**src/source/la_pkg.sv**
```systemverilog
package la_pkg;

  localparam int LA_DEPTH = 1024; // ring entries
  localparam int LA_AW    = 10;   // ring address width
  localparam int LA_DW    = 8;    // probe width
  localparam int WB_AW    = 13;   // wishbone byte address width

  // capture controller states
  typedef enum logic [2:0] {
    IDLE,      // waiting for arm
    PREFILL,   // collecting pre_num samples
    WAIT_TRIG, // ring running, looking for pattern
    POST,      // filling the rest of the window
    DONE       // window complete
  } la_state_e;

  // register byte offsets, window lives at 0x1000 and up
  typedef enum logic [WB_AW-1:0] {
    REG_CTRL  = 13'h000, // w: arm strobe, r: busy/finished
    REG_TRIG  = 13'h004, // mask 7:0, value 15:8
    REG_PRE   = 13'h008, // pre-trigger sample count
    REG_DIV   = 13'h00C, // sample divider
    REG_START = 13'h010  // window start in ring
  } la_reg_e;

  typedef struct packed {
    logic [LA_DW-1:0] trig_mask;
    logic [LA_DW-1:0] trig_value;
    logic [LA_AW-1:0] pre_num;
    logic [7:0]       div;
  } la_cfg_t;

  typedef struct packed {
    logic             valid; // one cycle per clken
    logic [LA_DW-1:0] data;
    logic             hit;   // pattern matched
  } la_sample_t;

  typedef struct packed {
    logic             en;
    logic [LA_AW-1:0] addr;
    logic [LA_DW-1:0] data;
  } la_wr_t;

  typedef struct packed {
    logic             busy;
    logic             finished;
    logic [LA_AW-1:0] start_addr;
  } la_status_t;

endpackage
```
**src/source/la_sample_ctrl.sv**
```systemverilog
`timescale 1ns/1ps

module la_sample_ctrl (
  input  logic                i_sys_clk,
  input  logic                i_arst_n,
  input  logic                i_arm,
  input  la_pkg::la_cfg_t     i_cfg,
  input  la_pkg::la_sample_t  i_sample,
  output la_pkg::la_wr_t      o_wr,
  output la_pkg::la_status_t  o_status
);

  import la_pkg::*;

  la_state_e        state;
  logic [LA_AW-1:0] wr_addr;    // next ring slot
  logic [LA_AW-1:0] cnt;        // up in prefill, remaining in post
  logic [LA_AW-1:0] start_addr;
  logic             finished;
  logic             capturing;  // states that write the ring
  logic [LA_AW-1:0] post_len;   // samples still due after the trigger

  assign capturing = (state == PREFILL) || (state == WAIT_TRIG) || (state == POST);
  assign post_len  = LA_AW'(LA_DEPTH - 1) - i_cfg.pre_num;

  always_ff @(posedge i_sys_clk or negedge i_arst_n) begin
    if (!i_arst_n) begin
      state      <= IDLE;
      wr_addr    <= '0;
      cnt        <= '0;
      start_addr <= '0;
      finished   <= 1'b0;
    end else if (i_arm) begin
      state    <= PREFILL; // restart from any state
      wr_addr  <= '0;
      cnt      <= '0;
      finished <= 1'b0;
    end else if (capturing && i_sample.valid) begin
      wr_addr <= wr_addr + 1'b1; // wraps at ring size
      case (state)
        PREFILL: begin
          cnt <= cnt + 1'b1;
          if (cnt + 1'b1 == i_cfg.pre_num) state <= WAIT_TRIG;
        end
        WAIT_TRIG: begin
          if (i_sample.hit) begin
            start_addr <= wr_addr - i_cfg.pre_num; // trigger sits at pre_num
            cnt        <= post_len;
            if (post_len == '0) begin
              state    <= DONE; // pre_num 1023 fills the window already
              finished <= 1'b1;
            end else begin
              state <= POST;
            end
          end
        end
        POST: begin
          cnt <= cnt - 1'b1;
          if (cnt == LA_AW'(1)) begin
            state    <= DONE;
            finished <= 1'b1;
          end
        end
        default: state <= IDLE;
      endcase
    end
  end

  // write in the same cycle the sample shows up
  assign o_wr = '{en: capturing && i_sample.valid, addr: wr_addr, data: i_sample.data};

  assign o_status = '{busy: capturing, finished: finished, start_addr: start_addr};

  // samples only arrive after the timer ran, so busy was already up
  a_wr_in_capture: assert property (@(posedge i_sys_clk) disable iff (!i_arst_n)
    o_wr.en |-> capturing && $past(o_status.busy));

  a_arm_prefill: assert property (@(posedge i_sys_clk) disable iff (!i_arst_n)
    i_arm |=> state == PREFILL);

endmodule

```
**config.mk**
```make
export PLATFORM = sky130hd
export DESIGN_NAME = la_sample_ctrl
export DESIGN_NICKNAME = d
export VERILOG_FILES = /design/src/source/la_pkg.sv /design/src/source/la_sample_ctrl.sv
export SDC_FILE = /design/constraint.sdc
export NUM_CORES = 1
export LEC_CHECK = 0
export BUFFER_PORTS_ARGS = -buffer_cell sky130_fd_sc_hd__buf_2
export CAP_MARGIN = 20
export CORE_ASPECT_RATIO = 1.1
export CORE_MARGIN = 2
export CORE_UTILIZATION = 28
export CTS_CLUSTER_DIAMETER = 60
export DETAILED_ROUTE_END_ITERATION = 8
export HOLD_SLACK_MARGIN = 0.03
export SLEW_MARGIN = 10
export SYNTH_ARGS = -nofsm -noshare
export SYNTH_HDL_FRONTEND = slang
export SYNTH_SLANG_ARGS = --single-unit
```
**constraint.sdc**
```tcl
create_clock -name i_sys_clk -period 4.3 [get_ports i_sys_clk]
set_clock_uncertainty 0.15 [all_clocks]
set_input_delay 0.43 -clock i_sys_clk [delete_from_list [all_inputs] [get_ports i_sys_clk]]
set_output_delay 0.43 -clock i_sys_clk [all_outputs]
set_load 0.02 [all_outputs]
```
# --- Yosys cells after proc, flatten, opt, wreduce, memory -nomap -nowiden ---
# Cells that the tools add are included.
op_classes:
  addsub: 5
  reduce_logical: 11
  mux: 19
  bitwise: 1
  eq_ne: 9
op_table:
  columns: ["op", "count"]
  rows:
  - ["two-way mux 10 bit", 5]
  - ["case mux 10 bit (3 select lines)", 1]
  - ["adder 10 x 1 -> 10 bit, second input constant", 2]
  - ["two-way mux 3 bit", 6]
  - ["== test 10 x 1 -> 1 bit, second input constant", 1]
  - ["== test 10 bit", 1]
  - ["zero test 10 bit", 1]
  - ["subtractor 10 x 1 -> 10 bit, second input constant", 1]
  - ["subtractor 10 bit", 1]
  - ["subtractor 10 bit, first input constant", 1]
  - ["inequality test 3 x 2 -> 1 bit, second input constant", 3]
  - ["case mux 3 bit (3 select lines)", 1]
  - ["AND reduction 4 bit", 2]
  - ["== test 3 x 2 -> 1 bit, second input constant", 2]
  - ["two-way mux 1 bit", 5]
  - ["AND reduction 5 bit", 1]
  - ["nonzero test 4 bit", 1]
  - ["== test 3 x 1 -> 1 bit, second input constant", 1]
  - ["inequality test 3 bit, second input constant", 1]
  - ["AND reduction 3 bit", 1]
  - ["nonzero test 3 bit", 1]
  - ["logical OR 1 bit", 2]
  - ["case mux 1 bit (2 select lines)", 1]
  - ["nonzero test 2 bit", 1]
  - ["other kinds (2)", 2]
totals:
  out_inout_bits: 31
  elab_cells: 50
  reg_bits: 34
  input_bits: 47

# --- Depth between registers and ports, before layout ---
depth:
  ltp_word: 7
  depth_mapped: 9
  depth_no_buf: 9

# --- Worst setup path before layout ---
# Ideal clock, no wire load.
synth_timing:
  kind: "register to register"
  start: "register wr_addr[1]"
  end: "register start_addr[9]"
  path_buffers: 0
  stages_incl_launch_ff: 8
  arrival_time_ns: 1.958
  required_ns: 4.026
  path_slack_ns: 2.068
  synth_period_minus_slack_ns: 2.232
  setup_ns: 0.124
  path_cell_list: "dfrtp_1 -> ha_1 -> nor2b_1 -> o31a_1 -> o31a_1 -> o2111ai_1 -> a211oi_1 -> a211o_1"
synth_between:
  elab_chain_len: 1
synth_lines:
  columns: ["element", "line_no", "text"]
  rows:
  - ["start, declared", "la_sample_ctrl.sv:16", "logic [LA_AW-1:0] wr_addr;"]
  - ["start signal, assigned", "la_sample_ctrl.sv:39", "wr_addr <= wr_addr + 1'b1;"]
  - ["subtractor 10 bit", "la_sample_ctrl.sv:47", "start_addr <= wr_addr - i_cfg.pre_num;"]
  - ["end signal, assigned", "la_sample_ctrl.sv:47", null]
  - ["end, declared", "la_sample_ctrl.sv:18", "logic [LA_AW-1:0] start_addr;"]
# Every way passes these cells.
# A chain may end at the register's enable or synchronous reset.

# --- Worst setup path after layout ---
layout_timing:
  start: "register state[2]"
  end: "register start_addr[5]"
layout_between:
  elab_chain_len: 5
  elab_cells_between_ends: 7
  classes_between: "3 x eq/ne; 4 x reduce/logical"
layout_lines:
  columns: ["element", "line_no", "text"]
  rows:
  - ["start, declared", "la_sample_ctrl.sv:15", "la_state_e state;"]
  - ["start signal, assigned", "la_sample_ctrl.sv:28", "state <= IDLE;"]
  - ["start signal, assigned", "la_sample_ctrl.sv:34", "state <= PREFILL;"]
  - ["start signal, assigned", "la_sample_ctrl.sv:43", "if (cnt + 1'b1 == i_cfg.pre_num) state <= WAIT_TRIG;"]
  - ["== test 3 x 1 -> 1 bit / == test 3 x 2 -> 1 bit (equally long branches)", "la_sample_ctrl.sv:23, la_sample_ctrl.sv:40", null]
  - ["logical OR 1 bit (2 in series)", "la_sample_ctrl.sv:23", "assign capturing = (state == PREFILL) || (state == WAIT_TRIG) || (state == POST);"]
  - ["logical AND 1 bit", "la_sample_ctrl.sv:38", "end else if (capturing && i_sample.valid) begin"]
  - ["AND reduction 4 bit (no source line) *", null, null]
# Every way passes the cells marked *; elsewhere a longest branch is shown, timed or not.

==> flow_metrics.env <==
export IMPL_grt_use_total_pct=14.6
export IMPL_cp_slowest_cell="nand4b_1"
export IMPL_p_leak_nw=1.42
export IMPL_arrival_ns=2.84
export IMPL_die_height_um=109
export IMPL_syn_num_nets=403
export IMPL_seqPwrFrac_pct=44.5
export IMPL_nFillCells=1057
export IMPL_synthFlopType="dfrtp_1"
export IMPL_cts_buffer_depth=2
export IMPL_cp_required_ns=4.37
export IMPL_pin_count=78
export IMPL_critical_path_cell_chain="inv_2 -> nand2_1 -> nor2_1 -> nand4b_1 -> a211oi_1 -> a21o_1"
export IMPL_finish_net_count=416
export IMPL_cts_buffers=5
export IMPL_setup_viol=0
export IMPL_cp_max_fo=21
export IMPL_fmaxAchievable_ghz=0.362
export IMPL_hold_path_class="in2async"
export IMPL_post_dp_hpwl_mm=5.54
export IMPL_synthMostInstantiatedCell="dfrtp_1"
export IMPL_hold_buffers=0
export IMPL_grt_pass1_wl_mm=12.7
export IMPL_final_antenna_net_count=0
export IMPL_max_cap_viol_count=0
export IMPL_cts_tree="yes"
export IMPL_worstSkewPairLatency_ns=0.29
export IMPL_place_inst=468
export IMPL_combPwrFrac_pct=18.2
export IMPL_yosys_warnings=0
export IMPL_synth_commonest_cells="34 x dfrtp_1, 26 x nand2_1, 24 x nor2_1, 17 x inv_1, 17 x o21ai_0"
export IMPL_grt_max_degree=35
export IMPL_final_hold_viol_count=0
export IMPL_power_share_switching_pct=29.0
export IMPL_n_antenna_cell=0
export IMPL_die_w_um=99.9
export IMPL_wl_per_cell_um=15.7
export IMPL_ctsResizeCount=0
export IMPL_wl_mm=7.45
export IMPL_rsz0062_at_grt="false"
export IMPL_critPathBufInv=1
export IMPL_syn_to_final_growth_pct=10.0
export IMPL_design_area_um2=3110
export IMPL_netlist_area_leader_share_pct=30.1
export IMPL_postCtsSetupBuffers=0
export IMPL_pwr_share_clk_pct=37.3
export IMPL_fin_crit_sh_pct=64.2
export IMPL_antenna_found_initial=0
export IMPL_grt_pass1_vias=2521
export IMPL_dpl_cell_area_um2=3000
export IMPL_reg2reg_to="start_addr[5]"
export IMPL_final_cells=476
export IMPL_ys_seq_area_share_pct=30.1
export IMPL_finalSetupTns_ns=0
export IMPL_synthDistinctLibCells=64
export IMPL_crit_path_end_kind="flip-flop"
export IMPL_tightest_slew_ns=0.833
export IMPL_worstSetupStartpointType="flip-flop"
export IMPL_ys_ff_latch=34
export IMPL_synth_avg_cell_area_um2=8.28
export IMPL_ir_worst_vdd_mv=0.133
export IMPL_reg2regPathDepth=6
export IMPL_rrSetupSlack_ns=1.54
export IMPL_synth_area_um2=2830
export IMPL_die_area_um2=10900
export IMPL_ys_async_sr_fraction_pct=100
export IMPL_num_vias=2530
export IMPL_p_int_mw=0.542
export IMPL_status="complete, no violations"
export IMPL_coreArea_um2=9840
export IMPL_crit_type="reg2reg"
export IMPL_cts_sinks=34
export IMPL_synth_largest_area_cell="dfrtp_1"
export IMPL_power_per_cell_area_nw_per_um2=245
export IMPL_p_switching_mw=0.222
export IMPL_post_route_cells_drive_above_1_share_pct=15.7
export IMPL_relSlewSlack_pct=44.2
export IMPL_drc=0
export IMPL_path_clk_slew_ns=0.08
export IMPL_netlist_instances=342
export IMPL_slew_violations=0
export IMPL_drt_iter0_drc=141
export IMPL_synth_top_cells_by_area="dfrtp_1 30%, ha_1 5.7%, xor2_1 4.0%, xnor2_1 3.7%, nand2_1 3.4%"
export IMPL_period_needed_ns=2.76
export IMPL_slowest_delay_ns=0.71
export IMPL_reg2reg_from="state[2]"
export IMPL_crit_family="simple AND/OR/NAND/NOR gates"
export IMPL_synth_edff_count=0
export IMPL_power_mw=0.763
export IMPL_gp_congestion=0.886
export IMPL_cts_htree_levels=2
export IMPL_rows=38
export IMPL_clock_root_buffer="clkbuf_8"
export IMPL_drt_pass1_iter_count=4
export IMPL_grt_overflow=0
export IMPL_start_util_pct=28.8
export IMPL_port_buffers=37
export IMPL_viasPerCell=5.32
-- metal layers --
metal  global-route usage (%)  up-vias  wire length [um]
li1                         -     1250                 -
met3                     2.61        8               485
met4                     4.01        0                89
met2                     25.0       58              3570
met5                        0        -                 0
met1                     19.0     1214              3300
-- cell type report --
class	instances	area, um^2	share of cell area [%]
timing repair buffer	38	193	6.19
multi-input combinational	258	1740	56.0
sequential	34	851	27.3
inverter	18	67.6	2.17
clock buffer	8	110	3.54
tap	120	150	4.82
-- registers in the layout (all words and copies together) (netlist names) --
name and cells:
state 3, wr_addr 10, finished 1, cnt 10, start_addr 10
-- kinds of logic after synthesis --
logic type               count (synthesis)  synth area share [%]
flip-flops                              34                  30.1
buffers and inverters                   50                  8.35
AND/OR/NAND/NOR                        127                  25.3
XOR/XNOR                                25                  7.74
AO/OA/AOI/OAI                           88                  20.7
multiplexers                             4                  1.41
adder cells (fa/ha/maj)                 14                  6.45
-- worst max-delay path by stage --
stage | start | end | slack [ns] | cells past startpoint
after floorplan | wr_addr[1] | start_addr[9] | 2.07 | 7
after global placement | state[2] | start_addr[5] | 1.60 | 6
after detailed placement | state[2] | start_addr[9] | 1.57 | 6
after CTS | state[2] | start_addr[9] | 1.55 | 6
after global routing | state[2] | start_addr[5] | 1.28 | 6
final | state[2] | start_addr[5] | 1.54 | 6
-- power groups by stage --
stage	clock (mW)	combinational, mW	sequential [mW]
after floorplan	0	0.112	0.341
after global placement	0	0.138	0.346
after detailed placement	0	0.140	0.346
after CTS	0.296	0.141	0.340
after global routing	0.309	0.157	0.341
final	0.285	0.139	0.340
-- cells in the final DEF, fill, tap and decap left out, types with 3 or more instances in the layout --
| master | Yosys | layout |
|---|---|---|
| nand2_1 | 26 | 26 |
| o31ai_1 | 7 | 7 |
| o21a_1 | 7 | 7 |
| nand4_1 | 11 | 11 |
| mux2i_1 | 4 | 4 |
| o211ai_1 | 3 | 3 |
| a211oi_1 | 5 | 5 |
| nor2_1 | 24 | 24 |
| a31oi_1 | 4 | 4 |
| xnor2_1 | 12 | 12 |
| nor3_1 | 14 | 14 |
| o21ai_0 | 17 | 17 |
| a21oi_1 | 14 | 14 |
| inv_1 | 17 | 17 |
| and3_1 | 4 | 4 |
| xor2_1 | 13 | 13 |
| clkbuf_8 | 0 | 8 |
| and2_1 | 3 | 3 |
| or3_1 | 6 | 6 |
| nand3_1 | 7 | 7 |
| o21ai_1 | 11 | 11 |
| o31a_1 | 3 | 3 |
| buf_2 | 3 | 37 |
| a311oi_1 | 3 | 3 |
| dfrtp_1 | 34 | 34 |
| nor3b_1 | 3 | 3 |
| nor2b_1 | 8 | 8 |
| ha_1 | 13 | 13 |
-- worst reg2reg max path: stages, from the launching register on --
cell,delay [ns]
dfrtp_1,0.50
inv_2,0.10
nand2_1,0.31
nor2_1,0.34
nand4b_1,0.71
a211oi_1,0.47
a21o_1,0.13
-- metrics by stage --
stage / hold slack (ns) / util (%) / setup slack (ns)
6_report: 0.0723 / 31.6 / 1.54
5_1_grt: 0.154 / 31.6 / 1.28
4_1_cts: 0.107 / 31.6 / 1.55
3_5_place_dp: 0.314 / 30.5 / 1.57
3_3_place_gp: 0.310 / 30.5 / 1.60
2_1_floorplan: -0.0156 / - / 2.07
(Power assumes the default switching activity.)
