$ cat config.mk
export PLATFORM = sky130hd
export DESIGN_NAME = la_freq_div
export DESIGN_NICKNAME = d
export VERILOG_FILES = /design/src/source/la_freq_div.sv
export SDC_FILE = /design/constraint.sdc
export NUM_CORES = 1
export LEC_CHECK = 0
export BUFFER_PORTS_ARGS = -buffer_cell sky130_fd_sc_hd__buf_2
export CAP_MARGIN = 20
export CORE_AREA = 5 5 42 44
export DETAILED_ROUTE_END_ITERATION = 8
export DIE_AREA = 0 0 47 49
export PLACE_DENSITY = 0.58
export SYNTH_ARGS = -nofsm -noshare
export SYNTH_HDL_FRONTEND = slang
export SYNTH_SLANG_ARGS = --single-unit
$ cat constraint.sdc
create_clock -name i_sys_clk -period 4.06 [get_ports i_sys_clk]
set_clock_uncertainty 0.15 [all_clocks]
set_input_delay 0.609 -clock i_sys_clk [delete_from_list [all_inputs] [get_ports i_sys_clk]]
set_output_delay 0.609 -clock i_sys_clk [all_outputs]
set_load 0.02 [all_outputs]
$ cat src/source/la_freq_div.sv
`timescale 1ns/1ps

module la_freq_div (
  input  logic       i_sys_clk,
  input  logic       i_arst_n,
  input  logic       i_run,   // busy from controller
  input  logic [7:0] i_div,   // spacing is div+1 cycles
  output logic       o_clken
);

  logic [7:0] cnt; // down-counter, fires at zero

  // held at zero while idle so the first enable comes on the first run cycle
  always_ff @(posedge i_sys_clk or negedge i_arst_n) begin
    if (!i_arst_n) begin
      cnt <= '0;
    end else if (!i_run) begin
      cnt <= '0;
    end else if (cnt == '0) begin
      cnt <= i_div; // reload
    end else begin
      cnt <= cnt - 8'd1;
    end
  end

  // div 0 gives an enable every cycle
  assign o_clken = i_run && (cnt == '0);

endmodule

# [Word-level counts from Yosys, hierarchy flattened]
# Index checks and enable logic that the tools add are counted.
[totals] register_bits=8 inputBits=11 mem_count=0 latch_bits=0 word_cells=6 mem_bits_rw=0 mem_bits_ro=0
[classes] n_addsub=1 mul=0 n_shift=0 n_eq_ne=0 n_lt_le_gt_ge=0 n_reduce_logical=2 bitwise=0 div=0 muxes=2
[op_table] op="8-bit 2-to-1 mux" n=2
[op_table] op="8-bit logical NOT" n=1
[op_table] op="8-bit by 1-bit subtractor with 8-bit output, second input constant" n=1
[op_table] op="1-bit logical AND" n=1

# [Logic depth before layout (Yosys ltp)]
# Gate-level depths: netlist of run 1.
[depth] ltp_word=3 ltp_mapped=7 mapped_depth_nobuf=6

# [Least setup slack after synthesis of run 1]
# Ideal clock, no wire load.
[synth_path] path_kind="register -> output" from="register cnt[4]" to="output port o_clken" t_arrival_ns=1.731 path_buffers=1 path_stages_with_launch=5 required_time_ns=3.301 setup_slack_ns=1.570 cell_sequence="dfrtp_1 > or4_4 > or3_4 > buf_6 > nor2_1"
[synth_between] elab_chain_cells=2
[synth_rtl] element="from (decl)" line_no="11" source="logic [7:0] cnt;"
[synth_rtl] element="from (signal assigned)" line_no="20" source="cnt <= i_div;"
[synth_rtl] element="from (signal assigned)" line_no="22" source="cnt <= cnt - 8'd1;"
[synth_rtl] element="8-bit logical NOT" line_no="27" source="assign o_clken = i_run && (cnt == '0);"
[synth_rtl] element="1-bit logical AND" line_no="27"
[synth_rtl] element="to (decl)" line_no="8" source="output logic o_clken"
# No other way between the ends.

# [Final worst setup path of run 1]
# Ends and elaborated chain as after synthesis.

==> metrics.txt, run 1 <==
# TYPE chip_impl_metric gauge
chip_impl_info{name="outcome",value="finished, final reports clean"} 1
chip_impl_metric{name="cts_hold_repair.buffers",unit=""} 0
chip_impl_metric{name="syn_area_per_cell",unit="µm²"} 9.75
chip_impl_metric{name="avgRoutedWirePerCell",unit="µm"} 12.2
chip_impl_metric{name="fraction_of_layout_cells_with_a_size_suffix_above_1",unit="%"} 29.5
chip_impl_metric{name="fp.dieArea",unit="µm²"} 2300
chip_impl_metric{name="postSynthNetCount",unit=""} 61
chip_impl_metric{name="fin_area",unit="µm²"} 554
chip_impl_metric{name="dpl.hpwl",unit="µm"} 716
chip_impl_info{name="biggestRegsByFlops",value="cnt: 8 flops"} 1
chip_impl_metric{name="avgViaCountPerCell",unit=""} 5.03
chip_impl_metric{name="vias",unit=""} 387
chip_impl_metric{name="setup_tns",unit="ns"} 0
chip_impl_metric{name="cts_clock_pin_slew_for_the_worst_setup_and_hold_paths",unit="ns"} 0.06
chip_impl_metric{name="first_pass_grt_wire_length",unit="mm"} 1.46
chip_impl_metric{name="final.fill_count",unit=""} 159
chip_impl_metric{name="grt_max_degree",unit=""} 12
chip_impl_metric{name="reg2reg_slack",unit="ns"} 2.17
chip_impl_metric{name="nNetsFinal",unit=""} 76
chip_impl_metric{name="gp_routability_congestion",unit=""} 0.730
chip_impl_metric{name="leakagePower",unit="nW"} 0.261
chip_impl_metric{name="detail_route.drc_violations",unit=""} 0
chip_impl_info{name="register_ranked_first_by_flip_flop_count",value="cnt"} 1
chip_impl_metric{name="effective_utilization_at_floorplan",unit="%"} 33.4
chip_impl_metric{name="slew_headroom",unit="%"} 82.6
chip_impl_info{name="cts_tree",value="yes"} 1
chip_impl_metric{name="mappedNetlistArea",unit="µm²"} 468
chip_impl_metric{name="clock_latency_on_the_worst_skew_pair",unit="ns"} 0.25
chip_impl_metric{name="antenna_cells",unit=""} 0
chip_impl_metric{name="cts_num_sinks",unit=""} 8
chip_impl_metric{name="post_route_fraction_of_the_period_consumed_by_the_critical_path",unit="%"} 65.8
chip_impl_metric{name="cts_max_path_buffers",unit=""} 2
chip_impl_metric{name="critical_path_peak_fanout",unit=""} 11
chip_impl_metric{name="core",unit="µm²"} 1400
chip_impl_metric{name="number_of_register_bits_inferred_by_synthesis",unit=""} 8
chip_impl_metric{name="report.power.total",unit="µW"} 423
chip_impl_metric{name="area_growth",unit="%"} 18.4
chip_impl_info{name="timing.critical_path.to_type",value="output port"} 1
chip_impl_info{name="ctsRootBufferMaster",value="clkbuf_4"} 1
chip_impl_metric{name="worst-endpoint-required",unit="ns"} 3.30
chip_impl_metric{name="largest_register_ffs",unit=""} 8
chip_impl_metric{name="worst_slew_pin_slew",unit="ns"} 0.259
chip_impl_metric{name="cts_repair_resize_count",unit=""} 0
chip_impl_metric{name="ys_seq_area_share",unit="%"} 42.8
chip_impl_metric{name="detailed_routing_iteration_count_for_the_pre_antenna_repair_pass",unit=""} 3
chip_impl_metric{name="drt-total-wl",unit="µm"} 940
chip_impl_metric{name="drt_first_iter_violations",unit=""} 6
chip_impl_metric{name="p_per_area",unit="nW/µm²"} 764
chip_impl_metric{name="post_cts.repair.setup_buffers",unit=""} 0
chip_impl_metric{name="critPathArrivalTime",unit="ns"} 1.91
chip_impl_metric{name="grtUsageTotal",unit="%"} 9.21
chip_impl_metric{name="die_width",unit="µm"} 47
chip_impl_info{name="startpoint_type",value="flip-flop"} 1
chip_impl_metric{name="hold_viol",unit=""} 0
chip_impl_metric{name="clock.fmax",unit="MHz"} 374
chip_impl_metric{name="final_global_route_overflow_total",unit=""} 0
chip_impl_metric{name="slew_viol_final",unit=""} 0
chip_impl_metric{name="cts-buffers-inserted",unit=""} 3
chip_impl_metric{name="ant_nets",unit=""} 0
chip_impl_metric{name="max_cap_violations",unit=""} 0
chip_impl_metric{name="grt_antenna_before_repair",unit=""} 0
chip_impl_metric{name="ios",unit=""} 12
chip_impl_metric{name="vdd.ir_drop.worst",unit="V"} 0.000300
chip_impl_metric{name="via_count_of_the_first_global_routing_pass",unit=""} 355
chip_impl_metric{name="syn_inst",unit=""} 48
chip_impl_metric{name="cts.htree.levels",unit=""} 1
chip_impl_info{name="hold_class",value="in -> async"} 1
chip_impl_metric{name="placement_rows",unit=""} 14
chip_impl_metric{name="ys_types",unit=""} 22
chip_impl_metric{name="finalCriticalPeriod",unit="ns"} 2.67
chip_impl_metric{name="setup_viol_count_final",unit=""} 0
chip_impl_info{name="timing_worst_setup_path_type",value="reg -> out"} 1
chip_impl_info{name="rsz0062_at_grt",value="no"} 1
chip_impl_metric{name="buffer_ports.inserted",unit=""} 11
chip_impl_metric{name="ys.warnings.count",unit=""} 0
chip_impl_metric{name="post_dp_cell_area",unit="µm²"} 532
chip_impl_metric{name="die_y",unit="µm"} 49
chip_impl_metric{name="reg2regPathDepth",unit=""} 3
## final timing paths
kind                                   from          endpoint
max reg2reg                cnt[4]$_DFF_PN0_  cnt[0]$_DFF_PN0_
min in group i_sys_clk     cnt[7]$_DFF_PN0_  cnt[7]$_DFF_PN0_
min                                i_arst_n  cnt[7]$_DFF_PN0_
max in group asynchronous          i_arst_n  cnt[0]$_DFF_PN0_
min reg2reg                cnt[7]$_DFF_PN0_  cnt[7]$_DFF_PN0_
max                        cnt[4]$_DFF_PN0_           o_clken
## metal layers
metal	wire [µm]	track usage [%]	up-vias
li1	-	-	202
met1	435	11.9	173
met2	429	11.5	12
met3	76	6.64	0
met4	0	3.69	0
met5	0	0	-
## power breakdown
part           internal, mW  switching, mW
Combinational         0.106          0.106
Clock                0.0338         0.0269
Sequential            0.114         0.0376
Total                 0.253          0.170
## layout make-up
cell class                      instances  area, µm²  area share, %
Clock buffer                            3       22.5           4.06
Multi-Input combinational cell         36        245           44.2
Timing Repair Buffer                   11       55.1           9.93
Tap cell                               16       20.0           3.61
Sequential cell                         8        200           36.1
Inverter                                3       11.3           2.03
## cell usage in the layout (no fill, tap or decap), types with 2 or more instances in the layout
master and instances:
buf_2 11, nand2_1 2, nor3_1 2, clkbuf_4 3, a311oi_1 2, dfrtp_1 8, a211oi_1 3, ha_1 2
a21oi_1 3, inv_1 3, nor2_1 8, xnor2_1 2, o21ai_0 2
## worst max-delay path: stages (launching register included)
cell and delay [ns]:
dfrtp_1 0.40, or4_4 0.56, or3_4 0.44, nor2_1 0.10
buf_2 0.16
## through the flow
step                utilization [%]  setup slack [ns]  hold slack, ns  std cells
finish                         39.6              1.39          0.0377         77
global route                   39.6              1.31          0.0446         77
CTS                            39.6              1.38          0.0385         77
detailed placement             37.9              1.65           0.315         74
global placement               37.9              1.67           0.314         74
floorplan                         -              1.57           0.163         48
## synthesized netlist by cell type
master	count	area, µm²
xnor2_1	2	17.5
buf_6	1	11.3
or4_4	1	11.3
a311oi_1	2	17.5
nand2_1	2	7.51
inv_1	3	11.3
dfrtp_1	8	200
o221a_2	1	11.3
nor3_1	2	10.0
nor2_1	8	30.0
a211oi_1	3	22.5
mux2_2	1	11.3
o22ai_1	1	6.26
or3_1	1	6.26
or3_4	1	11.3
ha_1	2	25.0
o21ai_0	2	10.0
or2b_1	1	7.51
a31oi_1	1	6.26
a21oi_1	3	15.0
xor2_1	1	8.76
mux2i_1	1	10.0
## kinds of logic (layout without fill, tap and decap cells)
group                    count (synthesis)  in the layout  synth area share [%]
AND/OR/NAND/NOR                         16             16                  17.9
AO/OA/AOI/OAI                           13             13                  19.0
flip-flops                               8              8                  42.8
buffers and inverters                    4             17                  4.81
XOR/XNOR                                 3              3                  5.62
adder cells (fa/ha/maj)                  2              2                  5.35
multiplexers                             2              2                  4.55
No activity file was read; power rests on OpenSTA's default activity.
==> inputs of run 2 (changes only) <==
==> constraint.sdc (replaced) <==
create_clock -name i_sys_clk -period 2.6 [get_ports i_sys_clk]
set_clock_uncertainty 0.15 [all_clocks]
set_input_delay 0.39 -clock i_sys_clk [delete_from_list [all_inputs] [get_ports i_sys_clk]]
set_output_delay 0.39 -clock i_sys_clk [all_outputs]
set_load 0.02 [all_outputs]
==> metrics.txt, run 2 (same netlist as run 1, synthesis figures left out) <==
# TYPE chip_impl_metric gauge
chip_impl_info{name="outcome",value="finished, final reports clean"} 1
chip_impl_metric{name="first_pass_grt_wire_length",unit="mm"} 1.46
chip_impl_metric{name="report.power.total",unit="µW"} 662
chip_impl_metric{name="vdd.ir_drop.worst",unit="V"} 0.000468
chip_impl_info{name="startpoint_type",value="flip-flop"} 1
chip_impl_metric{name="cts_repair_resize_count",unit=""} 0
chip_impl_metric{name="via_count_of_the_first_global_routing_pass",unit=""} 355
chip_impl_metric{name="slew_viol_final",unit=""} 0
chip_impl_info{name="hold_class",value="in -> reg"} 1
chip_impl_metric{name="max_cap_violations",unit=""} 0
chip_impl_info{name="cts_tree",value="yes"} 1
chip_impl_metric{name="dpl.hpwl",unit="µm"} 716
chip_impl_metric{name="finalCriticalPeriod",unit="ns"} 2.45
chip_impl_metric{name="power.share.clock",unit="%"} 14.3
chip_impl_metric{name="critPathArrivalTime",unit="ns"} 1.91
chip_impl_metric{name="power.share.combinational",unit="%"} 50.0
chip_impl_metric{name="nNetsFinal",unit=""} 77
chip_impl_metric{name="effective_utilization_at_floorplan",unit="%"} 33.4
chip_impl_metric{name="post_route_fraction_of_the_period_consumed_by_the_critical_path",unit="%"} 94.3
chip_impl_metric{name="placement_rows",unit=""} 14
chip_impl_metric{name="buffer_ports.inserted",unit=""} 11
chip_impl_metric{name="fp.dieArea",unit="µm²"} 2300
chip_impl_metric{name="slew_headroom",unit="%"} 82.6
chip_impl_metric{name="cts_clock_pin_slew_for_the_worst_setup_and_hold_paths",unit="ns"} 0.06
chip_impl_info{name="rsz0062_at_grt",value="no"} 1
chip_impl_metric{name="area_growth",unit="%"} 20.6
chip_impl_info{name="timing_worst_setup_path_type",value="reg -> out"} 1
chip_impl_metric{name="netSwitchingPower",unit="µW"} 266
chip_impl_info{name="layout_commonest_cell",value="buf_2"} 1
chip_impl_info{name="layout_common_cells",value="11 x buf_2, 8 x nor2_1, 8 x dfrtp_1"} 1
chip_impl_metric{name="clock_latency_on_the_worst_skew_pair",unit="ns"} 0.25
chip_impl_metric{name="die_y",unit="µm"} 49
chip_impl_metric{name="final_global_route_overflow_total",unit=""} 0
chip_impl_metric{name="die_width",unit="µm"} 47
chip_impl_metric{name="avgRoutedWirePerCell",unit="µm"} 12.1
chip_impl_metric{name="cts-buffers-inserted",unit=""} 3
chip_impl_metric{name="avgViaCountPerCell",unit=""} 5.01
chip_impl_metric{name="detail_route.drc_violations",unit=""} 0
chip_impl_metric{name="core",unit="µm²"} 1400
chip_impl_info{name="register_ranked_first_by_flip_flop_count",value="cnt"} 1
chip_impl_metric{name="grt_max_degree",unit=""} 12
chip_impl_metric{name="p_per_area",unit="nW/µm²"} 1170
chip_impl_metric{name="leakagePower",unit="nW"} 0.265
chip_impl_metric{name="critical_path_peak_fanout",unit=""} 11
chip_impl_info{name="timing.critical_path.to_type",value="output port"} 1
chip_impl_metric{name="grtUsageTotal",unit="%"} 9.21
chip_impl_metric{name="worst_slew_pin_slew",unit="ns"} 0.259
chip_impl_info{name="biggestRegsByFlops",value="cnt: 8 flops"} 1
chip_impl_metric{name="setup_viol_count_final",unit=""} 0
chip_impl_metric{name="antenna_cells",unit=""} 0
chip_impl_metric{name="post_cts.repair.setup_buffers",unit=""} 0
chip_impl_metric{name="power.switching_fraction",unit="%"} 40.1
chip_impl_metric{name="seq_power_share",unit="%"} 35.7
chip_impl_metric{name="cts.htree.levels",unit=""} 1
chip_impl_metric{name="cts_max_path_buffers",unit=""} 2
chip_impl_metric{name="ant_nets",unit=""} 0
chip_impl_metric{name="power_report.internal_total",unit="µW"} 396
chip_impl_metric{name="hold_viol",unit=""} 0
chip_impl_metric{name="detailed_routing_iteration_count_for_the_pre_antenna_repair_pass",unit=""} 3
chip_impl_info{name="ctsRootBufferMaster",value="clkbuf_4"} 1
chip_impl_metric{name="fraction_of_layout_cells_with_a_size_suffix_above_1",unit="%"} 29.0
chip_impl_metric{name="drt_first_iter_violations",unit=""} 6
chip_impl_metric{name="grt_antenna_before_repair",unit=""} 0
chip_impl_metric{name="largest_register_ffs",unit=""} 8
chip_impl_metric{name="cts_num_sinks",unit=""} 8
chip_impl_metric{name="ios",unit=""} 12
chip_impl_metric{name="worst-endpoint-required",unit="ns"} 2.06
chip_impl_metric{name="setup_tns",unit="ns"} 0
chip_impl_metric{name="drt-total-wl",unit="µm"} 943
chip_impl_metric{name="vias",unit=""} 391
chip_impl_metric{name="gp_routability_congestion",unit=""} 0.729
chip_impl_metric{name="hold_ws",unit="ns"} 0.257
chip_impl_metric{name="clock.fmax",unit="MHz"} 408
chip_impl_metric{name="finalCoreUtilization",unit="%"} 40.3
run 2: cell type report:
| type | count | area [µm²] |
|---|---|---|
| Sequential cell | 8 | 200 |
| Multi-Input combinational cell | 36 | 245 |
| Fill cell | 160 | 837 |
| Timing Repair Buffer | 12 | 65.1 |
| Tap cell | 16 | 20.0 |
| Clock buffer | 3 | 22.5 |
| Inverter | 3 | 11.3 |
run 2: worst paths after layout:
kind | endpoint | slack (ns) | cells after the start | startpoint
worst max-delay path | o_clken | 0.15 | 4 | cnt[4]$_DFF_PN0_
worst min-delay path | cnt[6]$_DFF_PN0_ | 0.26 | 2 | i_run
worst max register to register | cnt[0]$_DFF_PN0_ | 0.71 | 3 | cnt[4]$_DFF_PN0_
worst min register to register | cnt[7]$_DFF_PN0_ | 0.35 | 1 | cnt[7]$_DFF_PN0_
max in group asynchronous | cnt[0]$_DFF_PN0_ | 1.77 | 2 | i_arst_n
min in group asynchronous | cnt[7]$_DFF_PN0_ | 0.36 | 2 | i_arst_n
run 2: repair_timing:
item / CTS / global route
endpoints found under the hold margin: 8 / 0
hold buffers: 1 / 0
setup endpoints to repair: 0 / 0
run 2: power by group through the flow:
stage	clock [mW]	sequential, mW	combinational [mW]
floorplan	0	0.223	0.294
global placement	0	0.237	0.331
detailed placement	0	0.237	0.332
CTS	0.0990	0.236	0.335
global route	0.103	0.245	0.377
finish	0.0948	0.236	0.331
run 2: per-stage QoR:
| stage | instances | setup slack [ns] | area [µm²] |
|---|---|---|---|
| after detailed placement | 74 | 0.412 | 532 |
| after global routing | 78 | 0.0680 | 564 |
| after floorplan | 48 | 0.329 | 468 |
| after CTS | 78 | 0.136 | 564 |
| final | 78 | 0.147 | 564 |
| after global placement | 74 | 0.432 | 532 |
run 2: worst max-delay path: stages, from the launching register on:
cell     delay (ns)
dfrtp_1        0.40
or4_4          0.56
or3_4          0.44
nor2_1         0.10
buf_2          0.16
run 2: layer usage:
| metal | GRT usage (%) | wire [µm] |
|---|---|---|
| met1 | 11.9 | 438 |
| met2 | 11.5 | 428 |
| met3 | 6.64 | 76 |
| met4 | 3.69 | 0 |
| met5 | 0 | 0 |
