[src/source/la_pkg.sv]
package la_pkg;

  localparam int LA_DEPTH = 1024; // ring entries
  localparam int LA_AW    = 10;   // ring address width
  localparam int LA_DW    = 8;    // probe width
  localparam int WB_AW    = 13;   // wishbone byte address width

  // capture controller states
  typedef enum logic [2:0] {
    IDLE,      // waiting for arm
    PREFILL,   // collecting pre_num samples
    WAIT_TRIG, // ring running, looking for pattern
    POST,      // filling the rest of the window
    DONE       // window complete
  } la_state_e;

  // register byte offsets, window lives at 0x1000 and up
  typedef enum logic [WB_AW-1:0] {
    REG_CTRL  = 13'h000, // w: arm strobe, r: busy/finished
    REG_TRIG  = 13'h004, // mask 7:0, value 15:8
    REG_PRE   = 13'h008, // pre-trigger sample count
    REG_DIV   = 13'h00C, // sample divider
    REG_START = 13'h010  // window start in ring
  } la_reg_e;

  typedef struct packed {
    logic [LA_DW-1:0] trig_mask;
    logic [LA_DW-1:0] trig_value;
    logic [LA_AW-1:0] pre_num;
    logic [7:0]       div;
  } la_cfg_t;

  typedef struct packed {
    logic             valid; // one cycle per clken
    logic [LA_DW-1:0] data;
    logic             hit;   // pattern matched
  } la_sample_t;

  typedef struct packed {
    logic             en;
    logic [LA_AW-1:0] addr;
    logic [LA_DW-1:0] data;
  } la_wr_t;

  typedef struct packed {
    logic             busy;
    logic             finished;
    logic [LA_AW-1:0] start_addr;
  } la_status_t;

endpackage
[src/source/la_trigger_detect.sv]
`timescale 1ns/1ps

module la_trigger_detect (
  input  logic                      i_sys_clk,
  input  logic                      i_arst_n,
  input  logic                      i_clken,
  input  logic [la_pkg::LA_DW-1:0]  i_probe,
  input  la_pkg::la_cfg_t           i_cfg,
  output la_pkg::la_sample_t        o_sample
);

  import la_pkg::*;

  logic             valid_q;
  logic             hit_q;
  logic [LA_DW-1:0] data_q;  // sampled probe
  logic             match;

  // masked compare on the live probe
  assign match = (i_probe & i_cfg.trig_mask) == (i_cfg.trig_value & i_cfg.trig_mask);

  always_ff @(posedge i_sys_clk or negedge i_arst_n) begin
    if (!i_arst_n) begin
      valid_q <= 1'b0;
      hit_q   <= 1'b0;
    end else begin
      valid_q <= i_clken;          // one cycle after enable
      if (i_clken) hit_q <= match; // flag travels with data
    end
  end

  always_ff @(posedge i_sys_clk) begin
    if (i_clken) data_q <= i_probe;
  end

  assign o_sample = '{valid: valid_q, data: data_q, hit: hit_q};

endmodule

[config.mk]
export PLATFORM = sky130hd
export DESIGN_NAME = la_trigger_detect
export DESIGN_NICKNAME = d
export VERILOG_FILES = /design/src/source/la_pkg.sv /design/src/source/la_trigger_detect.sv
export SDC_FILE = /design/constraint.sdc
export NUM_CORES = 1
export LEC_CHECK = 0
export BUFFER_PORTS_ARGS = -buffer_cell sky130_fd_sc_hd__buf_2
export CORE_AREA = 4 4 41 43
export CTS_BUF_LIST = sky130_fd_sc_hd__clkbuf_2
export CTS_CLUSTER_DIAMETER = 30
export DETAILED_ROUTE_END_ITERATION = 7
export DIE_AREA = 0 0 45 47
export GPL_TIMING_DRIVEN = 0
export PLACE_DENSITY = 0.9
export SYNTH_ARGS = -nofsm -noshare
export SYNTH_HDL_FRONTEND = slang
export SYNTH_SLANG_ARGS = --single-unit
[constraint.sdc]
create_clock -name i_sys_clk -period 1.97 [get_ports i_sys_clk]
set_input_delay 0.0985 -clock i_sys_clk [delete_from_list [all_inputs] [get_ports i_sys_clk]]
set_output_delay 0.0985 -clock i_sys_clk [all_outputs]
set_load 0.005 [all_outputs]
== Yosys cells after proc, flatten, opt, wreduce, memory -nomap -nowiden ==
Index checks and enable logic that the tools add are counted.

* Register bits: 10
* Bits in latches: 0
* Bits in writable memories: 0
* Bits in read-only memories: 0
* Input bits: 45
* Logic and storage cells: 6
* Memories kept: 0

* Add/sub/neg operators: 0
* $mul: 0
* Div/mod/pow operators: 0
* Order comparisons: 0
* Equality and inequality tests: 1
* Shift-type cells: 0
* Muxes and demuxes: 0
* Bitwise logic cells: 2
* Reduce and logical (&&, ||, !) cells: 0

{| class="wikitable"
|+ Operators by type and width
! operator !! count
|-
| bitwise AND 8 bit || 2
|-
| equality test 8 bit || 1
|}

== Depth between registers and ports, before layout ==
Gate-level depths: netlist (run 1).

* Word-level depth: 2
* Depth in mapped cells: 4
* Depth with buffers taken out: 4

== Worst setup path after synthesis (run 1) ==
OpenSTA, ideal clock, no wires.

* Path type: input port to flip-flop
* From: input i_probe[0] (netlist bit)
* To: register hit_q
* Arrival: 789 ps
* Required time: 1,903 ps
* Setup slack: 1,113 ps
* Stages on the path: 4
* Path buffers: 0
* Cell sequence: xor2_1 -> a22o_1 -> a221oi_2 -> a32o_1

* Cells in the longest elaborated chain, start to end: 2

{| class="wikitable"
|+ Ends and longest elaborated chain
! what !! line !! source
|-
| from (decl) || la_trigger_detect.sv:7 || <nowiki>input logic [la_pkg::LA_DW-1:0] i_probe,</nowiki>
|-
| bitwise AND 8 bit || la_trigger_detect.sv:20 || <nowiki>assign match = (i_probe & i_cfg.trig_mask) == (i_cfg.trig_value & i_cfg.trig_mask);</nowiki>
|-
| equality test 8 bit || la_trigger_detect.sv:20 ||
|-
| to (signal assigned) || la_trigger_detect.sv:28 || <nowiki>if (i_clken) hit_q <= match;</nowiki>
|-
| to (decl) || la_trigger_detect.sv:15 || <nowiki>logic hit_q;</nowiki>
|}

No other way between the ends.
A chain may end at the register's enable or synchronous reset.

== Final worst setup path (run 1) ==
* From: register hit_q
* To: output o_sample[0] (netlist bit)

{| class="wikitable"
|+ RTL lines
! what !! line !! source
|-
| to (decl) || la_trigger_detect.sv:9 || <nowiki>output la_pkg::la_sample_t o_sample</nowiki>
|}

No word-level cell between the ends.

==> flow_summary.json, run 1 <==
{
  "place.gp.congestion": 0.632,
  "grt_overflow_total": 0,
  "slew_violations": 0,
  "hold_depth": 1,
  "reg2reg_depth": 1,
  "layout_commonest_cell": "buf_2",
  "clockBufferDepth": 2,
  "hold_class": "in -> reg",
  "status": "finished, final reports clean",
  "slowest_stage": "dfrtp_1",
  "maxCapViolCount": 0,
  "clockRootBuffer": "clkbuf_2",
  "crit_fanout": 2,
  "grt_usage": 0.0954,
  "clkSinkCount": 10,
  "hold_start": "i_probe[5]",
  "nets": 113,
  "cp_data_required_time_ns": 1.87,
  "num_vias": 365,
  "clkTransAtPathRegs_ns": 0.09,
  "drc": 0,
  "rrSetupSlack_ns": 1.27,
  "slew-limit-headroom": 0.764,
  "synth_area_leaders": "edfxtp_1, xor2_1, dfrtp_1",
  "cts_setup_buffers": 0,
  "clkLatencyLatePin_ns": 0.24,
  "path_cells": "buf_4 -> buf_2",
  "synthCells": 26,
  "regToRegEndpoint": "hit_q",
  "die_w_um": 45,
  "fp.dieH_um": 47,
  "rsz0062_at_grt": "no",
  "final_cell_mix": "buf_2, xor2_1, edfxtp_1",
  "core_area_sq_um": 1300,
  "cpPeakStageDelay_ns": 0.38,
  "setup_violations": 0,
  "cts_inserted_buffers": 3,
  "rows": 13,
  "clock-skew-final_ns": 0,
  "io_buffers": 36,
  "wire_per_inst_um": 11.6,
  "n_antenna_cell": 0,
  "drive_above_1_share": 0.642,
  "finalSetupTns_ns": 0,
  "min_period_over_period": 0.487,
  "min_to": "data_q[5]",
  "path_class": "reg -> out",
  "crit_path_end_kind": "output pin",
  "synth_area_sq_um": 428,
  "grt_pass1_vias": 367,
  "grt_pass1_wl_um": 1390,
  "synth_top_area_frac": 0.561,
  "fmax_mhz": 1040,
  "worstPathArrival_ns": 0.86,
  "finalPower_mw": 0.449,
  "layout_min_cycle_time_ns": 0.960,
  "ys_types": 10,
  "yosys_warnings": 0,
  "first_pass_iters": 4,
  "pin_count": 55,
  "yosys.area.top_type": "edfxtp_1",
  "start_kind": "flip-flop",
  "ant_nets": 0,
  "powerDensity_nw_per_um2": 683,
  "p_leak_nw": 0.331,
  "grt_antenna_before_repair": 0,
  "cts_tree": "done",
  "r2r_start": "hit_q",
  "max-vdd-ir-drop_mv": 0.328,
  "vias_per_cell": 4.45,
  "drt-total-wl_um": 950,
  "worstMarginPinSlew_ns": 0.354,
  "syn2layout_area_growth_pct": 53.5,
  "die-area_sq_um": 2120,
  "postSynthAreaPerCell_sq_um": 16.5,
  "initial_core_util": 0.329,
  "syn_nets": 71,
  "htree_levels": 1,
  "ys_ff_latch": 10,
  "finalHoldViolCount": 0,
  "grt_max_degree": 11,
  "yosysSeqAreaShare": 0.678,
  "drt_iter0_markers": 4
}
==> cell usage after synthesis (all sizes together) <==
cell	instances
edfxtp	8
xor2	8
buf	2
dfrtp	2
a21oi	1
a221oi	1
a222oi	1
a22o	1
a32o	1
inv	1
==> timing repair <==
action / 4_1_cts / 5_1_grt
gates resized for setup: 0 / 0
hold buffers: 1 / 0
endpoints found under the hold margin: 2 / 0
==> stage by stage <==
stage	util	hold WS [ns]	setup WS [ns]	cell area, sq um	std cells
3_3_place_gp	0.482	-0.117	0.940	627	77
6_report	0.505	0.0503	1.01	657	82
3_5_place_dp	0.482	-0.112	0.892	627	77
5_1_grt	0.505	0.0192	0.957	657	82
4_1_cts	0.505	0.0318	0.980	657	82
2_1_floorplan	-	-0.197	1.11	428	26
==> worst max-delay path: cells and delay by family (launching register included) <==
kind / cells / cell delay [ns]
buffers and inverters: 2 / 0.23
flip-flops: 1 / 0.38
==> where the power goes <==
| part | switching (mW) | internal [mW] | leakage (nW) | total, mW |
|---|---|---|---|---|
| combinational | 0.0345 | 0.0472 | 0.210 | 0.0817 |
| clock | 0.0637 | 0.0540 | 0.0166 | 0.118 |
| sequential | 0.00371 | 0.246 | 0.104 | 0.249 |
==> routing by layer <==
layer  share of wire  global-route usage  vias up  wire length [um]
met5               0                   0        -                 0
met1            0.31              0.0926      162               297
met2            0.53               0.175       26               499
met4               0              0.0175        0                 0
li1                -                   -      177                 -
met3            0.16              0.0575        0               152
==> cell families after synthesis <==
| group | synth area share |
|---|---|
| xor gates and xnor gates | 0.164 |
| buffers and inverters | 0.0438 |
| AOI/OAI and AO/OA | 0.114 |
| DFF | 0.678 |
==> layout make-up <==
cell class | instances | area (sq um)
fillers | 133 | 644
well taps | 15 | 18.8
inverters | 1 | 3.75
flip-flops and latches | 10 | 290
repair buffers | 37 | 190
clock buffers | 4 | 20.0
multi-input cells | 13 | 119
plain buffers | 2 | 15.0
==> registers in the layout (all words and copies together), names as in the netlist <==
| register | cells |
|---|---|
| valid_q | 1 |
| data_q | 8 |
| hit_q | 1 |
==> worst max-delay path by stage <==
stage / slack, ns / end / start
global placement: 0.94 / hit_q / i_probe[0]
CTS: 0.98 / o_sample[0] / hit_q
finish: 1.01 / o_sample[0] / hit_q
floorplan: 1.11 / hit_q / i_probe[0]
global route: 0.96 / o_sample[0] / hit_q
detailed placement: 0.89 / hit_q / i_probe[0]
No activity file was read; power rests on OpenSTA's default activity.
==> run 2, diff against run 1 <==
- CORE_AREA: 4 4 41 43 -> default
- CORE_MARGIN: default -> 4
- CORE_UTILIZATION: default -> 28
- DIE_AREA: 0 0 45 47 -> default
- PLACE_DENSITY: 0.9 -> 0.84
- clock period: 1.97 -> 0.8 ns (I/O delays scaled with it)
==> run 2 against run 1 <==
  * The run now ends with negative setup slack left
  * Register-to-register slack worse by 1.3 ns
  * Clock skew unchanged
  * Die area increased by 4.8%
  * Utilization is 4.6 points higher
  * Via count rose by 7.9%
  * First-iteration DRC count up 130%
  * Sequential power is 150% higher
  * Highest routed layer unchanged
==> flow_summary.json, run 2 (synthesized netlist as in run 1, its figures left out) <==
{
  "slowest_stage": "dfrtp_1",
  "slew_violations": 0,
  "drc": 0,
  "worstMarginPinSlew_ns": 0.360,
  "reg2reg_depth": 2,
  "crit_buf_inv": 2,
  "switchingPower_mw": 0.272,
  "clkTransAtPathRegs_ns": 0.10,
  "rows": 13,
  "grt_pass1_wl_um": 1660,
  "hpwl_um": 876,
  "initial_core_util": 0.313,
  "drt-total-wl_um": 1060,
  "grt_use_met1": 0.101,
  "combinationalPowerShare": 0.210,
  "cpPeakStageDelay_ns": 0.40,
  "crit_path_end_kind": "output pin",
  "regToRegEndpoint": "hit_q",
  "fp.dieH_um": 47.1,
  "wire_per_inst_um": 11.8,
  "slew-limit-headroom": 0.760,
  "grt_busiest_layer": "met2",
  "clkSinkCount": 10,
  "start_kind": "flip-flop",
  "crit_path_end": "o_sample[0]",
  "layout.cells.non_filler": 90,
  "grt_usage": 0.114,
  "cts_tree": "done",
  "clock-skew-final_ns": 0,
  "hold_class": "in -> reg",
  "grt_overflow_total": 0,
  "n_antenna_cell": 0,
  "clockBufferDepth": 2,
  "rsz0062_at_grt": "yes",
  "pin_count": 55,
  "p_leak_nw": 0.368,
  "grt_pass1_vias": 424,
  "violations": "negative setup slack",
  "finalPower_mw": 1.16,
  "path_cells": "buf_6 -> buf_6",
  "syn2layout_area_growth_pct": 76.0,
  "largest_register_ffs": 8,
  "r2r_start": "hit_q",
  "status": "finished, violations left",
  "rrSetupSlack_ns": -0.03,
  "nets": 121,
  "min_period_over_period": 1.12,
  "num_vias": 394,
  "met2_usage": 0.201,
  "fmax_mhz": 1110,
  "max-vdd-ir-drop_mv": 0.681,
  "layout_commonest_cell": "buf_2",
  "cp_common_cell": "buf_6",
  "cp_top_family": "flip-flops",
  "path_class": "reg -> out",
  "nFillCells": 143,
  "first_pass_iters": 4,
  "worstPathArrival_ns": 0.86,
  "final_cell_mix": "buf_2, dlygate4sd3_1, xor2_1, edfxtp_1, clkbuf_2",
  "hold_ws_ns": 0.0307,
  "internal_power_mw": 0.893,
  "drt_iter0_markers": 9,
  "clkLatencyLatePin_ns": 0.24,
  "grt_antenna_before_repair": 0,
  "setup_ws_ns": -0.0970,
  "power_frac_seq": 0.529,
  "drive_above_1_share": 0.573,
  "cts_inserted_buffers": 3,
  "critPathLaunch": "hit_q",
  "finalHoldViolCount": 0,
  "io_buffers": 36,
  "place.gp.congestion": 0.620,
  "largestRegisters": "data_q: 8 flops, hit_q: 1 flops, valid_q: 1 flops",
  "vias_per_cell": 4.38,
  "ant_nets": 0,
  "p_sw_frac": 0.233,
  "regMostFlops": "data_q",
  "grt_use_met3": 0.0307,
  "layout_min_cycle_time_ns": 0.897,
  "maxCapViolCount": 0,
  "crit_fanout": 2,
  "cp_data_required_time_ns": 0.76,
  "die_w_um": 47.1,
  "grt_max_degree": 11,
  "setup_violations": 4,
  "powerDensity_nw_per_um2": 1550,
  "dpl.cell_count": 77,
  "core_area_sq_um": 1370,
  "post-route-cell-area_sq_um": 753,
  "die-area_sq_um": 2220,
  "crit_cells": 2,
  "clkPwrFrac": 0.260,
  "clockRootBuffer": "clkbuf_2",
  "placed_cell_area_sq_um": 627,
  "htree_levels": 1
}
-- run 2: cell types whose count changed in the layout (fill, tap and decap cells not counted), sizes merged --
cell,before,now
dlygate4sd3,1,9
-- run 2: cell type report --
type / instances / area (sq um) / share of cell area
buffer: 1 / 11.3 / 0.0150
clock buffer: 4 / 20.0 / 0.0266
inverter: 1 / 3.75 / 0.00498
multi-input combinational: 13 / 119 / 0.158
sequential: 10 / 290 / 0.385
tap: 15 / 18.8 / 0.0249
timing repair buffer: 46 / 290 / 0.385
-- run 2: timing repair --
item / 4_1_cts / 5_1_grt
buffers inserted: 1 / 0
hold buffers: 9 / 0
endpoints found under the hold margin: 10 / 0
endpoints found under the setup margin: 8 / 11
pin swaps: 1 / 0
resized for setup: 3 / 0
-- run 2: power groups by stage --
stage	logic [mW]	registers, mW	clock network, mW
floorplan	0.0644	0.633	0
global placement	0.194	0.625	0
detailed placement	0.201	0.628	0
CTS	0.250	0.617	0.314
global route	0.270	0.619	0.347
finish	0.245	0.616	0.303
-- run 2: worst min path at each step --
| stage | depth (start not counted) | start | slack (ns) | to |
|---|---|---|---|---|
| after floorplan | 0 | i_arst_n | -0.26 | hit_q |
| after CTS | 1 | i_clken | 0.03 | valid_q |
| after global placement | 1 | i_arst_n | -0.18 | valid_q |
| after detailed placement | 1 | i_arst_n | -0.17 | hit_q |
| after global routing | 1 | i_clken | 0.02 | valid_q |
| final | 1 | i_clken | 0.03 | valid_q |
-- run 2: per-layer routing --
metal | wire (um) | share of wire
met1 | 328 | 0.31
met2 | 606 | 0.57
met3 | 124 | 0.12
met4 | 0 | 0
met5 | 0 | 0
-- run 2: worst reg2reg max path, cell delays in order, from the launching register on --
cell     delay (ns)
dfrtp_1        0.40
buf_4          0.13
a32o_1         0.19
-- run 2: metrics by stage --
step / setup WS, ns / TNS (ns) / util
floorplan: 0.00179 / 0 / -
global placement: -0.174 / -0.174 / 0.459
detailed placement: -0.200 / -0.200 / 0.459
CTS: -0.108 / -0.232 / 0.551
global route: -0.150 / -0.560 / 0.551
finish: -0.0970 / -0.128 / 0.551
==> run 3, diff against run 2 <==
- PLACE_DENSITY: 0.84 -> default
- PLACE_DENSITY_LB_ADDON: default -> 0.15
==> run 3 against run 2 <==
  * Fmax is 1.1% higher
  * Clock skew unchanged
  * Via count up 1.5%
  * The flow still finishes with violations (negative setup slack)
==> flow_summary.json, run 3 (synthesized netlist as in run 1, its figures left out) <==
{
  "status": "finished, violations left",
  "violations": "negative setup slack",
  "grt_pass1_wl_um": 1450,
  "rrSetupSlack_ns": -0.02,
  "preCtsSetupSlack_ns": -0.177,
  "rsz0062_at_grt": "yes",
  "p_leak_nw": 0.368,
  "setup_violations": 3,
  "vias_per_cell": 4.44,
  "crit_fanout": 2,
  "grt_max_degree": 11,
  "fp.dieH_um": 47.1,
  "clkLatencyLatePin_ns": 0.23,
  "layout_min_cycle_time_ns": 0.887,
  "syn2layout_area_growth_pct": 76.0,
  "regMostFlops": "data_q",
  "cts_inserted_buffers": 3,
  "start_kind": "flip-flop",
  "path_class": "reg -> out",
  "cp_data_required_time_ns": 0.76,
  "die_w_um": 47.1,
  "ant_nets": 0,
  "rows": 13,
  "crit_path_end_kind": "output pin",
  "initial_core_util": 0.313,
  "layout_commonest_cell": "buf_2",
  "slew-limit-headroom": 0.803,
  "wl_met1_um": 362,
  "clock-skew-final_ns": 0,
  "io_buffers": 36,
  "hold_start": "i_clken",
  "pin_count": 55,
  "powerDensity_nw_per_um2": 1530,
  "drt_iter0_markers": 7,
  "num_vias": 400,
  "grt_antenna_before_repair": 0,
  "wire_per_inst_um": 10.9,
  "core_area_sq_um": 1370,
  "clockBufferDepth": 2,
  "min_to": "valid_q",
  "finalHoldViolCount": 0,
  "top_layer_used": "met3",
  "slew_violations": 0,
  "fin_util": 0.551,
  "maxCapViolCount": 0,
  "reg2reg_depth": 2,
  "min_period_over_period": 1.11,
  "place.gp.congestion": 0.624,
  "final_cell_mix": "buf_2, dlygate4sd3_1, xor2_1, edfxtp_1, clkbuf_2",
  "max-vdd-ir-drop_mv": 0.742,
  "grt_usage": 0.0940,
  "largestRegisters": "data_q: 8 flops, hit_q: 1 flops, valid_q: 1 flops",
  "nets": 121,
  "hpwl_um": 785,
  "htree_levels": 1,
  "largest_register_ffs": 8,
  "regToRegEndpoint": "hit_q",
  "hold_class": "in -> reg",
  "hold_depth": 1,
  "clkTransAtPathRegs_ns": 0.09,
  "worstPathArrival_ns": 0.85,
  "clkSinkCount": 10,
  "hold_ws_ns": 0.0481,
  "setup_ws_ns": -0.0873,
  "worstMarginPinSlew_ns": 0.295,
  "die-area_sq_um": 2220,
  "r2r_start": "hit_q",
  "grt_pass1_vias": 374,
  "drt-total-wl_um": 985,
  "first_pass_iters": 3,
  "drive_above_1_share": 0.573,
  "clockRootBuffer": "clkbuf_2",
  "n_antenna_cell": 0,
  "drc": 0,
  "cts_tree": "done",
  "route.met3.wl_um": 133,
  "wl_met2_um": 489,
  "fmax_mhz": 1130,
  "grt_overflow_total": 0,
  "finalPower_mw": 1.15
}
run 3: worst max-delay path, cell delays in order (launching register included):
cell,delay (ns)
dfrtp_1,0.40
buf_6,0.12
buf_6,0.10
run 3: metal layers:
metal / global-route usage / vias to the layer above
li1: - / 196
met1: 0.106 / 180
met2: 0.163 / 24
met3: 0.0345 / 0
met4: 0.0331 / 0
met5: 0 / -
run 3: how the worst max path moves through the flow:
stage / slack, ns / start / end
2_1_floorplan: 0.002 / i_probe[0] / hit_q
3_3_place_gp: -0.18 / i_probe[0] / hit_q
3_5_place_dp: -0.18 / i_probe[0] / hit_q
4_1_cts: -0.1 / hit_q / o_sample[0]
5_1_grt: -0.13 / hit_q / o_sample[0]
6_report: -0.09 / hit_q / o_sample[0]
run 3: layout make-up:
cell class / instances / area, sq um
multi-input combinational: 13 / 119
tap: 15 / 18.8
inverter: 1 / 3.75
buffer: 1 / 11.3
sequential: 10 / 290
clock buffer: 4 / 20.0
fill: 138 / 613
timing repair buffer: 46 / 290
run 3: through the flow:
stage / TNS, ns / std cells / instance area (sq um)
final: -0.118 / 90 / 753
after detailed placement: -0.177 / 77 / 627
after global placement: -0.179 / 77 / 627
after global routing: -0.371 / 90 / 753
after floorplan: 0 / 26 / 428
after CTS: -0.178 / 90 / 753
run 3: report_power, final:
group          switching, mW  total [mW]  internal, mW
registers             0.0111       0.616         0.605
logic                 0.0888       0.243         0.154
clock network          0.161       0.294         0.133
run 3: repair_timing:
action / CTS / global route
pin swaps: 1 / 0
hold buffers: 9 / 0
setup buffers: 1 / 0
endpoints found under the setup margin: 7 / 10
endpoints found under the hold margin: 10 / 0
cloned: 0 / 0
resized for setup: 3 / 0
